**config.mk**
```make
export PLATFORM = sky130hd
export DESIGN_NAME = ldpc_layer_buffer
export DESIGN_NICKNAME = d
export VERILOG_FILES = /design/src/hw/ldpc_code_pkg.sv /design/src/hw/ldpc_apb_pkg.sv /design/src/hw/llr_writer.sv /design/src/hw/message_ram.sv /design/src/hw/circulant_reader.sv /design/src/hw/shift_table_apb.sv /design/src/hw/ldpc_layer_buffer.sv
export SDC_FILE = /design/constraint.sdc
export NUM_CORES = 1
export LEC_CHECK = 0
export BUFFER_PORTS_ARGS = -buffer_cell sky130_fd_sc_hd__buf_2
export CAP_MARGIN = 20
export CORE_MARGIN = 3
export CORE_UTILIZATION = 40
export DETAILED_ROUTE_END_ITERATION = 10
export SLEW_MARGIN = 10
export SYNTH_ARGS = -nofsm -noshare
export SYNTH_HDL_FRONTEND = slang
export SYNTH_SLANG_ARGS = --single-unit
```
**constraint.sdc**
```tcl
create_clock -name i_clock -period 2.85 [get_ports i_clock]
set_input_delay 0.57 -clock i_clock [delete_from_list [all_inputs] [get_ports i_clock]]
set_output_delay 0.57 -clock i_clock [all_outputs]
set_load 0.1 [all_outputs]
```
**src/hw/ldpc_code_pkg.sv**
```systemverilog
package ldpc_code_pkg;

    // Circulant size Z of the quasi-cyclic code
    localparam int EXPANSION_FACTOR = 8;

    // Circulant blocks held per frame
    localparam int NUM_BLOCKS = 4;

    // One full frame of messages
    localparam int DEPTH = EXPANSION_FACTOR * NUM_BLOCKS;

    // Message RAM address width
    localparam int ADDR_W = $clog2(DEPTH);

    // One cyclic shift value, enough to index inside a block
    localparam int SHIFT_W = $clog2(EXPANSION_FACTOR);

    // Channel LLR word width
    localparam int LLR_W = 8;

    // Read skid buffer entries behind the RAM output register
    localparam int MAX_SKID = 4;

endpackage: ldpc_code_pkg

```
**src/hw/ldpc_apb_pkg.sv**
```systemverilog
package ldpc_apb_pkg;

    // Bus widths
    localparam int APB_ADDR_W = 8;
    localparam int APB_DATA_W = 32;

    // Control register, bit 0 starts a pass and always reads back as zero
    localparam logic [APB_ADDR_W-1:0] REG_CTRL = 8'h00;
    localparam int CTRL_START_BIT = 0;

    // Read-only status
    localparam logic [APB_ADDR_W-1:0] REG_STATUS = 8'h04;
    localparam int STATUS_BUSY_BIT = 0;
    localparam int STATUS_LOADED_BIT = 1;

    // Shift table, one word per circulant block
    localparam logic [APB_ADDR_W-1:0] REG_SHIFT_BASE = 8'h08;
    localparam int REG_SHIFT_STRIDE = 4;

endpackage: ldpc_apb_pkg

```
**src/hw/llr_writer.sv**
```systemverilog
`timescale 1ns/1ps

module llr_writer
    import ldpc_code_pkg::*;
(
    input  wire logic              i_clock,
    input  wire logic              i_reset,
    // Channel LLR stream, no back-pressure
    input  wire logic [LLR_W-1:0]  i_llr_data,
    input  wire logic              i_llr_valid,
    input  wire logic              i_pass_done,
    // Write port into the message RAM
    output      logic [ADDR_W-1:0] o_wr_addr,
    output      logic [LLR_W-1:0]  o_wr_data,
    output      logic              o_wr_valid,
    output      logic              o_frame_loaded
);

logic [ADDR_W-1:0] wr_count;
logic              last_word;

assign last_word = (wr_count == ADDR_W'(DEPTH - 1));

// Writes go straight to the RAM at the counter address
assign o_wr_addr  = wr_count;
assign o_wr_data  = i_llr_data;
assign o_wr_valid = i_llr_valid;

always_ff @(posedge i_clock) begin
    if (i_reset == 1'b1) begin
        wr_count       <= '0;
        o_frame_loaded <= 1'b0;
    end else begin
        if (i_llr_valid == 1'b1) begin
            if (last_word == 1'b1) begin
                wr_count <= '0;
            end else begin
                wr_count <= wr_count + 1'b1;
            end
        end

        // A frame completing wins over the end of the previous pass
        if ((i_llr_valid == 1'b1) && (last_word == 1'b1)) begin
            o_frame_loaded <= 1'b1;
        end else if (i_pass_done == 1'b1) begin
            o_frame_loaded <= 1'b0;
        end
    end
end

endmodule: llr_writer

```
**src/hw/message_ram.sv**
```systemverilog
`timescale 1ns/1ps

module message_ram
    import ldpc_code_pkg::*;
#(
    parameter int WIDTH = LLR_W,
    parameter int DEPTH = ldpc_code_pkg::DEPTH
) (
    input  wire logic                     i_clock,
    input  wire logic                     i_reset,
    // Write port
    input  wire logic [$clog2(DEPTH)-1:0] i_wr_addr,
    input  wire logic [WIDTH-1:0]         i_wr_data,
    input  wire logic                     i_wr_valid,
    // Read address handshake
    input  wire logic [$clog2(DEPTH)-1:0] i_rd_addr,
    input  wire logic                     i_rd_addr_valid,
    output      logic                     o_addr_ready,
    // Read data stream
    output      logic [WIDTH-1:0]         o_out_data,
    output      logic                     o_out_valid,
    input  wire logic                     i_out_ready
);

localparam int CNT_W = $clog2(MAX_SKID + 1);
localparam int PTR_W = $clog2(MAX_SKID);

logic [WIDTH-1:0] mem [DEPTH];

// Registered read stage
logic [WIDTH-1:0] rd_data_q;
logic             rd_valid_q;

// Skid buffer storage and pointers
logic [WIDTH-1:0] skid_mem [MAX_SKID];
logic [PTR_W-1:0] in_ptr;
logic [PTR_W-1:0] out_ptr;

// Front counts words accepted but not yet popped, back counts words held in the skid
logic [CNT_W-1:0] front_count;
logic [CNT_W-1:0] front_next;
logic [CNT_W-1:0] back_count;
logic [CNT_W-1:0] back_next;

logic addr_accept;
logic out_pop;

function automatic logic [PTR_W-1:0] next_ptr(input logic [PTR_W-1:0] ptr);
    if (ptr == PTR_W'(MAX_SKID - 1)) begin
        next_ptr = '0;
    end else begin
        next_ptr = ptr + 1'b1;
    end
endfunction

assign addr_accept = i_rd_addr_valid & o_addr_ready;
assign out_pop     = o_out_valid & i_out_ready;

always_ff @(posedge i_clock) begin
    if (i_wr_valid == 1'b1) begin
        mem[i_wr_addr] <= i_wr_data;
    end
end

// The array read lands in rd_data_q one cycle after the address is taken
always_ff @(posedge i_clock) begin
    if (addr_accept == 1'b1) begin
        rd_data_q <= mem[i_rd_addr];
    end
end

always_ff @(posedge i_clock) begin
    if (i_reset == 1'b1) begin
        rd_valid_q <= 1'b0;
    end else begin
        rd_valid_q <= addr_accept;
    end
end

always_comb begin
    front_next = front_count;
    if (addr_accept == 1'b1) begin
        front_next = front_next + CNT_W'(1);
    end
    if (out_pop == 1'b1) begin
        front_next = front_next - CNT_W'(1);
    end
end

always_comb begin
    back_next = back_count;
    if (rd_valid_q == 1'b1) begin
        back_next = back_next + CNT_W'(1);
    end
    if (out_pop == 1'b1) begin
        back_next = back_next - CNT_W'(1);
    end
end

always_ff @(posedge i_clock) begin
    if (rd_valid_q == 1'b1) begin
        skid_mem[in_ptr] <= rd_data_q;
    end
end

always_ff @(posedge i_clock) begin
    if (i_reset == 1'b1) begin
        o_addr_ready <= 1'b0;
        o_out_valid  <= 1'b0;
        front_count  <= '0;
        back_count   <= '0;
        in_ptr       <= '0;
        out_ptr      <= '0;
    end else begin
        front_count <= front_next;
        back_count  <= back_next;

        // Stop taking addresses once in-flight plus held words reach MAX_SKID - 1,
        // which leaves room for the word accepted while ready is still high
        o_addr_ready <= (front_next < CNT_W'(MAX_SKID - 1));
        o_out_valid  <= (back_next != '0);

        if (rd_valid_q == 1'b1) begin
            in_ptr <= next_ptr(in_ptr);
        end
        if (out_pop == 1'b1) begin
            out_ptr <= next_ptr(out_ptr);
        end
    end
end

// Head of the skid buffer
assign o_out_data = skid_mem[out_ptr];

endmodule: message_ram

```
**src/hw/circulant_reader.sv**
```systemverilog
`timescale 1ns/1ps

module circulant_reader
    import ldpc_code_pkg::*;
(
    input  wire logic                          i_clock,
    input  wire logic                          i_reset,
    input  wire logic                          i_start,
    input  wire logic [NUM_BLOCKS*SHIFT_W-1:0] i_shifts,
    input  wire logic                          i_frame_loaded,
    input  wire logic                          i_addr_ready,
    output      logic [ADDR_W-1:0]             o_rd_addr,
    output      logic                          o_rd_addr_valid,
    output      logic                          o_busy,
    output      logic                          o_pass_done
);

localparam int BLK_W = $clog2(NUM_BLOCKS);

logic [BLK_W-1:0]   block_cnt;
logic [SHIFT_W-1:0] index_cnt;
logic [SHIFT_W-1:0] shift_value;
logic [SHIFT_W-1:0] shifted_index;
logic               addr_accept;
logic               last_index;
logic               last_addr;

// Shift of the current block
assign shift_value = i_shifts[block_cnt*SHIFT_W +: SHIFT_W];

// SHIFT_W bits wrap the sum modulo EXPANSION_FACTOR
assign shifted_index = shift_value + index_cnt;

assign o_rd_addr = ADDR_W'(block_cnt * EXPANSION_FACTOR) + ADDR_W'(shifted_index);

// Armed but idle until the whole frame is in the RAM
assign o_rd_addr_valid = o_busy & i_frame_loaded;
assign addr_accept     = o_rd_addr_valid & i_addr_ready;

assign last_index = (index_cnt == SHIFT_W'(EXPANSION_FACTOR - 1));
assign last_addr  = last_index && (block_cnt == BLK_W'(NUM_BLOCKS - 1));

always_ff @(posedge i_clock) begin
    if (i_reset == 1'b1) begin
        o_busy      <= 1'b0;
        o_pass_done <= 1'b0;
        block_cnt   <= '0;
        index_cnt   <= '0;
    end else begin
        o_pass_done <= addr_accept & last_addr;

        if (o_busy == 1'b0) begin
            // Start while busy is dropped here
            if (i_start == 1'b1) begin
                o_busy    <= 1'b1;
                block_cnt <= '0;
                index_cnt <= '0;
            end
        end else if (addr_accept == 1'b1) begin
            if (last_addr == 1'b1) begin
                o_busy    <= 1'b0;
                block_cnt <= '0;
                index_cnt <= '0;
            end else if (last_index == 1'b1) begin
                index_cnt <= '0;
                block_cnt <= block_cnt + 1'b1;
            end else begin
                index_cnt <= index_cnt + 1'b1;
            end
        end
    end
end

endmodule: circulant_reader

```
**src/hw/shift_table_apb.sv**
```systemverilog
`timescale 1ns/1ps

module shift_table_apb
    import ldpc_code_pkg::*;
    import ldpc_apb_pkg::*;
(
    input  wire logic                          i_clock,
    input  wire logic                          i_reset,
    // APB slave, zero wait states
    input  wire logic                          i_psel,
    input  wire logic                          i_penable,
    input  wire logic                          i_pwrite,
    input  wire logic [APB_ADDR_W-1:0]         i_paddr,
    input  wire logic [APB_DATA_W-1:0]         i_pwdata,
    output      logic [APB_DATA_W-1:0]         o_prdata,
    // Status inputs
    input  wire logic                          i_busy,
    input  wire logic                          i_frame_loaded,
    // Reader control
    output      logic [NUM_BLOCKS*SHIFT_W-1:0] o_shifts,
    output      logic                          o_start
);

logic [SHIFT_W-1:0] shift_q [NUM_BLOCKS];
logic               wr_en;
logic               rd_en;

function automatic logic [APB_ADDR_W-1:0] shift_addr(input int blk);
    shift_addr = APB_ADDR_W'(REG_SHIFT_BASE + REG_SHIFT_STRIDE * blk);
endfunction

// Writes commit in the access phase
assign wr_en = i_psel & i_penable & i_pwrite;
assign rd_en = i_psel & ~i_pwrite;

always_ff @(posedge i_clock) begin
    if (i_reset == 1'b1) begin
        o_start <= 1'b0;
        for (int b = 0; b < NUM_BLOCKS; b++) begin
            shift_q[b] <= '0;
        end
    end else begin
        o_start <= wr_en && (i_paddr == REG_CTRL) && (i_pwdata[CTRL_START_BIT] == 1'b1);
        for (int b = 0; b < NUM_BLOCKS; b++) begin
            if ((wr_en == 1'b1) && (i_paddr == shift_addr(b))) begin
                shift_q[b] <= i_pwdata[SHIFT_W-1:0];
            end
        end
    end
end

always_comb begin
    for (int b = 0; b < NUM_BLOCKS; b++) begin
        o_shifts[b*SHIFT_W +: SHIFT_W] = shift_q[b];
    end
end

// Read mux, unmapped offsets and CTRL fall through to zero
always_comb begin
    o_prdata = '0;
    if (rd_en == 1'b1) begin
        if (i_paddr == REG_STATUS) begin
            o_prdata[STATUS_BUSY_BIT]   = i_busy;
            o_prdata[STATUS_LOADED_BIT] = i_frame_loaded;
        end
        for (int b = 0; b < NUM_BLOCKS; b++) begin
            if (i_paddr == shift_addr(b)) begin
                o_prdata[SHIFT_W-1:0] = shift_q[b];
            end
        end
    end
end

endmodule: shift_table_apb

```
**src/hw/ldpc_layer_buffer.sv**
```systemverilog
`timescale 1ns/1ps

module ldpc_layer_buffer
    import ldpc_code_pkg::*;
    import ldpc_apb_pkg::*;
(
    input  wire logic                  i_clock,
    input  wire logic                  i_reset,
    // Channel LLR input
    input  wire logic [LLR_W-1:0]      i_llr_data,
    input  wire logic                  i_llr_valid,
    // Host register access
    input  wire logic                  i_psel,
    input  wire logic                  i_penable,
    input  wire logic                  i_pwrite,
    input  wire logic [APB_ADDR_W-1:0] i_paddr,
    input  wire logic [APB_DATA_W-1:0] i_pwdata,
    output      logic [APB_DATA_W-1:0] o_prdata,
    // Shifted layer output
    output      logic [LLR_W-1:0]      o_out_data,
    output      logic                  o_out_valid,
    input  wire logic                  i_out_ready
);

// Writer to RAM
logic [ADDR_W-1:0] wr_addr;
logic [LLR_W-1:0]  wr_data;
logic              wr_valid;
logic              frame_loaded;

// Reader to RAM
logic [ADDR_W-1:0] rd_addr;
logic              rd_addr_valid;
logic              addr_ready;

// Control between the register block and the reader
logic [NUM_BLOCKS*SHIFT_W-1:0] shifts;
logic                          start;
logic                          busy;
logic                          pass_done;

llr_writer u_writer (
    .i_clock        (i_clock),
    .i_reset        (i_reset),
    .i_llr_data     (i_llr_data),
    .i_llr_valid    (i_llr_valid),
    .i_pass_done    (pass_done),
    .o_wr_addr      (wr_addr),
    .o_wr_data      (wr_data),
    .o_wr_valid     (wr_valid),
    .o_frame_loaded (frame_loaded)
);

message_ram #(
    .WIDTH (LLR_W),
    .DEPTH (DEPTH)
) u_ram (
    .i_clock         (i_clock),
    .i_reset         (i_reset),
    .i_wr_addr       (wr_addr),
    .i_wr_data       (wr_data),
    .i_wr_valid      (wr_valid),
    .i_rd_addr       (rd_addr),
    .i_rd_addr_valid (rd_addr_valid),
    .o_addr_ready    (addr_ready),
    .o_out_data      (o_out_data),
    .o_out_valid     (o_out_valid),
    .i_out_ready     (i_out_ready)
);

circulant_reader u_reader (
    .i_clock         (i_clock),
    .i_reset         (i_reset),
    .i_start         (start),
    .i_shifts        (shifts),
    .i_frame_loaded  (frame_loaded),
    .i_addr_ready    (addr_ready),
    .o_rd_addr       (rd_addr),
    .o_rd_addr_valid (rd_addr_valid),
    .o_busy          (busy),
    .o_pass_done     (pass_done)
);

shift_table_apb u_regs (
    .i_clock        (i_clock),
    .i_reset        (i_reset),
    .i_psel         (i_psel),
    .i_penable      (i_penable),
    .i_pwrite       (i_pwrite),
    .i_paddr        (i_paddr),
    .i_pwdata       (i_pwdata),
    .o_prdata       (o_prdata),
    .i_busy         (busy),
    .i_frame_loaded (frame_loaded),
    .o_shifts       (shifts),
    .o_start        (start)
);

endmodule: ldpc_layer_buffer

```
## Word-level counts from Yosys, hierarchy flattened

Memory sizes are Yosys's and may differ from the RTL's. A register that Yosys moved wholly into a read port is not among the register bits.
Cells that the tools add are included.

| cells by class | value |
|---|---|
| shift operators | 1 |
| order comparisons | 1 |
| $add $sub $neg | 11 |
| divide/modulo/power cells | 0 |
| reduce and logical (&&, ||, !) cells | 14 |
| multiplexer cells | 53 |
| equality and inequality tests | 12 |
| bitwise logic cells | 12 |
| multipliers | 1 |

Operators by type and width:

| cell | count |
|---|---|
| 3-bit two-way mux | 18 |
| 1-bit two-way mux | 24 |
| 2-bit two-way mux | 10 |
| 8-bit by 4-bit equality test with 1-bit output, second input constant | 2 |
| 8-bit by 5-bit equality test with 1-bit output, second input constant | 2 |
| 12-bit by 5-bit indexed part select with 3-bit output | 1 |
| 3-bit by 1-bit adder with 3-bit output, second input constant | 3 |
| 8-bit by 3-bit equality test with 1-bit output, second input constant | 1 |
| 1-bit logical AND | 8 |
| 8-bit logical NOT | 1 |
| 1-bit AND | 7 |
| 2-bit by 1-bit adder with 2-bit output, second input constant | 3 |
| 2-bit equality test, second input constant | 3 |
| 3-bit by 1-bit subtractor with 3-bit output, second input constant | 2 |
| 5-bit by 1-bit adder with 5-bit output, second input constant | 1 |
| 5-bit by 3-bit adder with 5-bit output | 1 |
| 5-bit equality test, second input constant | 1 |
| 5-bit two-way mux | 1 |
| 2-bit by 2-bit multiplier with 4-bit output, second input constant | 1 |
| 1-bit bitwise OR | 4 |
| 2-bit nonzero test | 2 |
| 3-bit adder | 1 |
| 3-bit equality test, second input constant | 1 |
| 3-bit by 2-bit < comparator with 1-bit output, second input constant | 1 |
| other kinds (6) | 6 |

| word-level totals | value |
|---|---|
| ROM bits | 0 |
| logic and storage cells | 122 |
| output and inout bits | 41 |
| register bits | 27 |
| memories kept | 3 |
| input port bits | 55 |
| bits in writable memories | 300 |
| latch bits | 0 |

Memories:

| memory | depth | bits a word | read ports | clocked after memory_dff | write ports | line | source |
|---|---|---|---|---|---|---|---|
| u_ram.mem | 32 | 8 | 1 | 1 | 1 | message_ram.sv:28 | `logic [WIDTH-1:0] mem [DEPTH];` |
| u_ram.skid_mem | 4 | 8 | 1 | 1 | 1 | message_ram.sv:35 | `logic [WIDTH-1:0] skid_mem [MAX_SKID];` |
| u_regs.shift_q | 4 | 3 | 4 | 0 | 4 | shift_table_apb.sv:24 | `logic [SHIFT_W-1:0] shift_q [NUM_BLOCKS];` |

## Depth between registers and ports, before layout

| logic depth | value |
|---|---|
| depth after elaboration | 7 |
| gate-level depth with buffers | 11 |
| gate-level depth less buffers | 8 |

## By module

A second synthesis with hierarchy kept.

| second synthesis, totals | value |
|---|---|
| cells, all modules | 720 |
| area, all modules | 13,785.7 um^2 |

Modules (own cells, without submodules):

| module | instances | area an instance (um^2) | cells an instance |
|---|---|---|---|
| message_ram | 1 | 12,069.1 | 538 |
| shift_table_apb | 1 | 932.1 | 99 |
| circulant_reader | 1 | 445.4 | 44 |
| llr_writer | 1 | 339.1 | 39 |

## Worst setup path before layout

OpenSTA, ideal clock, no wires.

| timing path | value |
|---|---|
| path kind | in2out |
| start | in i_paddr[5] |
| end | out o_prdata[0] |
| slack | -1,257 ps |
| required time | 2,280 ps |
| path buffers | 0 |
| arrival | 3,537 ps |
| stages on the path | 3 |
| cells stage by stage | or3_1 > or3_1 > a211oi_1 |

| on the way | value |
|---|---|
| longest elaborated chain between the ends | 7 |
| elaborated cells on any way between the ends | 11 |
| classes of those cells | eq/ne (5); mux (6) |

RTL lines:

| item | line | source |
|---|---|---|
| start, declared | ldpc_layer_buffer.sv:16 | `input wire logic [APB_ADDR_W-1:0] i_paddr,` |
| 8-bit by 3-bit equality test with 1-bit output | shift_table_apb.sv:62 | `if (i_paddr == REG_STATUS) begin` |
| 2-bit two-way mux | shift_table_apb.sv:62 |  |
| 3-bit two-way mux (3 in series) | shift_table_apb.sv:67 | `if (i_paddr == shift_addr(b)) begin` |
| 3-bit two-way mux (*) | shift_table_apb.sv:67 |  |
| 3-bit two-way mux (*) | shift_table_apb.sv:61 | `if (rd_en == 1'b1) begin` |
| end, declared | ldpc_layer_buffer.sv:18 | `output logic [APB_DATA_W-1:0] o_prdata,` |

Mark *: on every way between the ends. The rest lies on a longest branch, timed or not.

==> results.py <==
metrics = {
    "floorplan": {
        "dieArea_sq_um": 37080,
        "die_height_um": 192.6,
        "start_util_pct": 41.01,
        "num_rows": 67,
        "core_sq_um": 33950,
        "dieWidth_um": 192.6,
        "pin_count": 96,
    },
    "global_routing": {
        "grt_pass1_wl_um": 42890,
        "antenna_found_initial": 0,
        "grt_overflow": 0,
        "grt_pass1_vias": 7210,
        "grt_max_degree": 36,
        "grt_use_total_pct": 15.48,
    },
    "synthesis": {
        "synth_simple_gate_area_share_pct": 7.315,
        "synth_most_common_cell": "edfxtp_1",
        "synth_area_sq_um": 13920,
        "synthesis.instances": 810,
        "synth_area_leaders": "edfxtp_1 66%, mux4_2 12%, dfxtp_1 4.2%",
        "synth_top_area_cell": "edfxtp_1",
        "synth_area_per_cell_sq_um": 17.19,
        "synth_xor_area_share_pct": 0.7998,
        "synth_ff_type": "edfxtp_1",
        "synth-adder-area-share_pct": 1.761,
        "synth_seq_cells": 337,
        "synthMuxAreaShare_pct": 14.90,
        "synth_seq_area_share_pct": 70.60,
        "synth_top_family_by_area": "multiplexers",
        "async_flop_share_pct": 0,
        "synth_compound_area_share_pct": 1.438,
        "synthTopCellsByCount": "308 x edfxtp_1, 117 x nor2_1, 74 x mux4_2",
        "synth_top_area_share_pct": 66.43,
        "synth_edf_count": 308,
        "yosys_warnings": 0,
        "synth_cell_types": 50,
    },
    "finish": {
        "nets": 986,
        "ff_latch_area_sq_um": 9831,
        "finish.utilization_pct": 48.03,
        "stdcell_area_sq_um": 16310,
        "fillers": 2884,
        "multiInputGateArea_sq_um": 3953,
        "area_growth_pct": 17.12,
        "drive_above_1_share_pct": 29.70,
        "n_antenna_cell": 0,
    },
    "timing": {
        "setup_ws_ps": -143.4,
        "min_period_over_period_pct": 105.0,
        "clock_skew_ps": 11.53,
        "relSlewSlack_pct": 42.08,
        "finalHoldViolations": 0,
        "rsz0062_at_grt": "true",
        "setup_violations": 8,
        "setup-tns-final_ps": -982.6,
        "max_freq_mhz": 334.1,
        "slew_viol_final": 0,
        "min_period_ps": 2993,
        "max_slew.worst_pin.slew_ps": 866.6,
    },
    "route": {
        "detail_route.wl_per_cell_um": 20.26,
        "routed_wirelength_um": 28050,
        "final_antenna_net_count": 0,
        "drc_errors": 0,
        "firstDrtPassIters": 4,
        "vias": 7123,
        "vias_per_cell": 5.147,
        "drt-initial-drc-count": 479,
    },
    "placed_design": {
        "hpwl_um": 17580,
        "gp_congestion": 0.7851,
        "port_buffers": 37,
        "pre_cts_slack_ps": -250.4,
        "postPlaceCellArea_sq_um": 15000,
    },
    "cts": {
        "clockBufferDepth": 3,
        "cts.sinks": 337,
        "cts_tree": "done",
        "htreeDepth": 2,
        "clockRootBuffer": "clkbuf_16",
        "path_clk_slew_ps": 60,
        "cts_buffers": 35,
        "clock_latency_ps": 510,
    },
    "worst_setup_path": {
        "critPathSlowestCell": "mux4_2",
        "crit_buf_inv": 3,
        "start_kind": "flip-flop",
        "path_max_fanout": 7,
        "critPathMostFrequentCell": "mux4_2",
        "worstPathCellList": "mux4_2 > ha_4 > inv_2 > fa_2 > buf_12 > buf_16 > mux4_2 > nor2_2 > mux2i_2 > and4_1",
        "cp.required_ps": 3210,
        "crit_family": "multiplexers",
        "worstSetupEndpointType": "flip-flop",
        "path_class": "reg2reg",
        "cp.arrival_ps": 3350,
        "slowest_delay_ps": 510,
    },
    "worst_hold_path": {
        "hold_path.class": "in2reg",
    },
    "power_and_ir_drop": {
        "peakVddDrop_mv": 0.3917,
        "power_mw": 10.63,
        "leakage_nw": 5.418,
        "pwr_density_cell_nw_per_um2": 651.9,
    },
    "outcome": {
        "violations": "negative setup slack",
        "status": "finished, violations left",
    },
    "flow_run": {
        "drv_cap": 0,
    },
}
## stage by stage
step / hold WS [ps] / instances
final: 317.9 / 1384
after global routing: 309.0 / 1384
after CTS: 288.4 / 1382
after detailed placement: 472.3 / 1318
after floorplan: 454.1 / 838
after global placement: 474.8 / 1318
## registers in the layout, summed over array words and instances (netlist names), named ones only
signal                   count
u_ram.in_ptr                 2
u_ram.rd_data_q              8
u_ram.front_count            3
u_writer.o_frame_loaded      1
u_ram.o_out_valid            1
u_writer.o_wr_addr           5
u_ram.mem                  256
u_regs.o_start               1
u_ram.rd_valid_q             1
u_reader.o_pass_done         1
u_ram.skid_mem              32
u_ram.back_count             3
u_ram.out_ptr                2
u_reader.o_busy              1
u_reader.block_cnt           2
u_reader.index_cnt           3
u_regs.shift_q              12
u_ram.o_addr_ready           1
## area by class of cell
| type | count | share of cell area, % |
|---|---|---|
| Clock buffer | 47 | 5.908 |
| Clock inverter | 14 | 0.4067 |
| Inverter | 11 | 0.2532 |
| Multi-Input combinational cell | 425 | 24.24 |
| Sequential cell | 337 | 60.29 |
| Tap cell | 448 | 3.437 |
| Timing Repair Buffer | 102 | 5.471 |
## cell usage in the layout, fill, tap and decap left out, types with 9 or more instances in the layout
master | Yosys | routed
mux2i_1 | 37 | 23
nand2_1 | 23 | 23
edfxtp_1 | 308 | 308
mux2i_2 | 0 | 11
buf_2 | 7 | 34
ha_1 | 18 | 17
nor2_1 | 117 | 90
a21oi_1 | 13 | 12
o21ai_0 | 9 | 9
conb_1 | 1 | 29
clkbuf_16 | 0 | 38
nor2_2 | 0 | 23
mux4_2 | 74 | 75
dfxtp_1 | 29 | 28
clkbuf_1 | 21 | 10
buf_4 | 29 | 52
nand3_1 | 16 | 16
buf_12 | 0 | 12
nor3_1 | 15 | 15
## timing repair
action | CTS | global route
pin swaps | 7 | 2
cloned | 2 | 1
gates resized for setup | 38 | 18
setup buffers | 2 | 1
hold buffers | 0 | 0
endpoints found under the setup margin | 8 | 8
## per-layer routing
metal / vias up / global-route usage (%) / routed length [um]
met2: 178 / 25.72 / 13880
met1: 3617 / 21.61 / 12520
li1: 3290 / - / -
met4: 0 / 3.783 / 437
met3: 38 / 2.380 / 1209
met5: - / 0 / 0
## worst register-to-register path, delay by kind of cell (launching register included)
family / cells / cell delay (ps)
multiplexers: 3 / 1080
adder cells (fa/ha/maj): 2 / 640
flip-flops: 1 / 410
AND/OR/NAND/NOR: 2 / 330
buffers and inverters: 3 / 380
## power by group
part           leakage (nW)  switching, mW  internal, mW
sequential             3.02         0.0556          5.46
clock                 0.507           1.77          2.37
combinational          1.90          0.658         0.316
total                  5.42           2.49          8.14
## logic make-up (layout without fill, tap and decap cells)
| kind of cell | count (synthesis) | count (layout) |
|---|---|---|
| buffers and inverters | 76 | 174 |
| XOR/XNOR | 9 | 9 |
| adder cells (fa/ha/maj) | 19 | 19 |
| flip-flops | 337 | 337 |
| multiplexers | 113 | 113 |
| AND/OR/NAND/NOR | 220 | 220 |
| AO/OA/AOI/OAI | 35 | 35 |
| other | 1 | 29 |
## worst paths after layout
kind | from | end | slack [ps] | cells after the start
max reg2reg | u_regs.shift_q[0][0] | u_ram.rd_data_q[2] | -140 | 10
min | i_paddr[4] | u_regs.o_start | 320 | 2
min reg2reg | u_ram.out_ptr[1] | flip-flop | 480 | 2
max | u_regs.shift_q[0][0] | u_ram.rd_data_q[2] | -140 | 10
(Power assumes the default switching activity.)
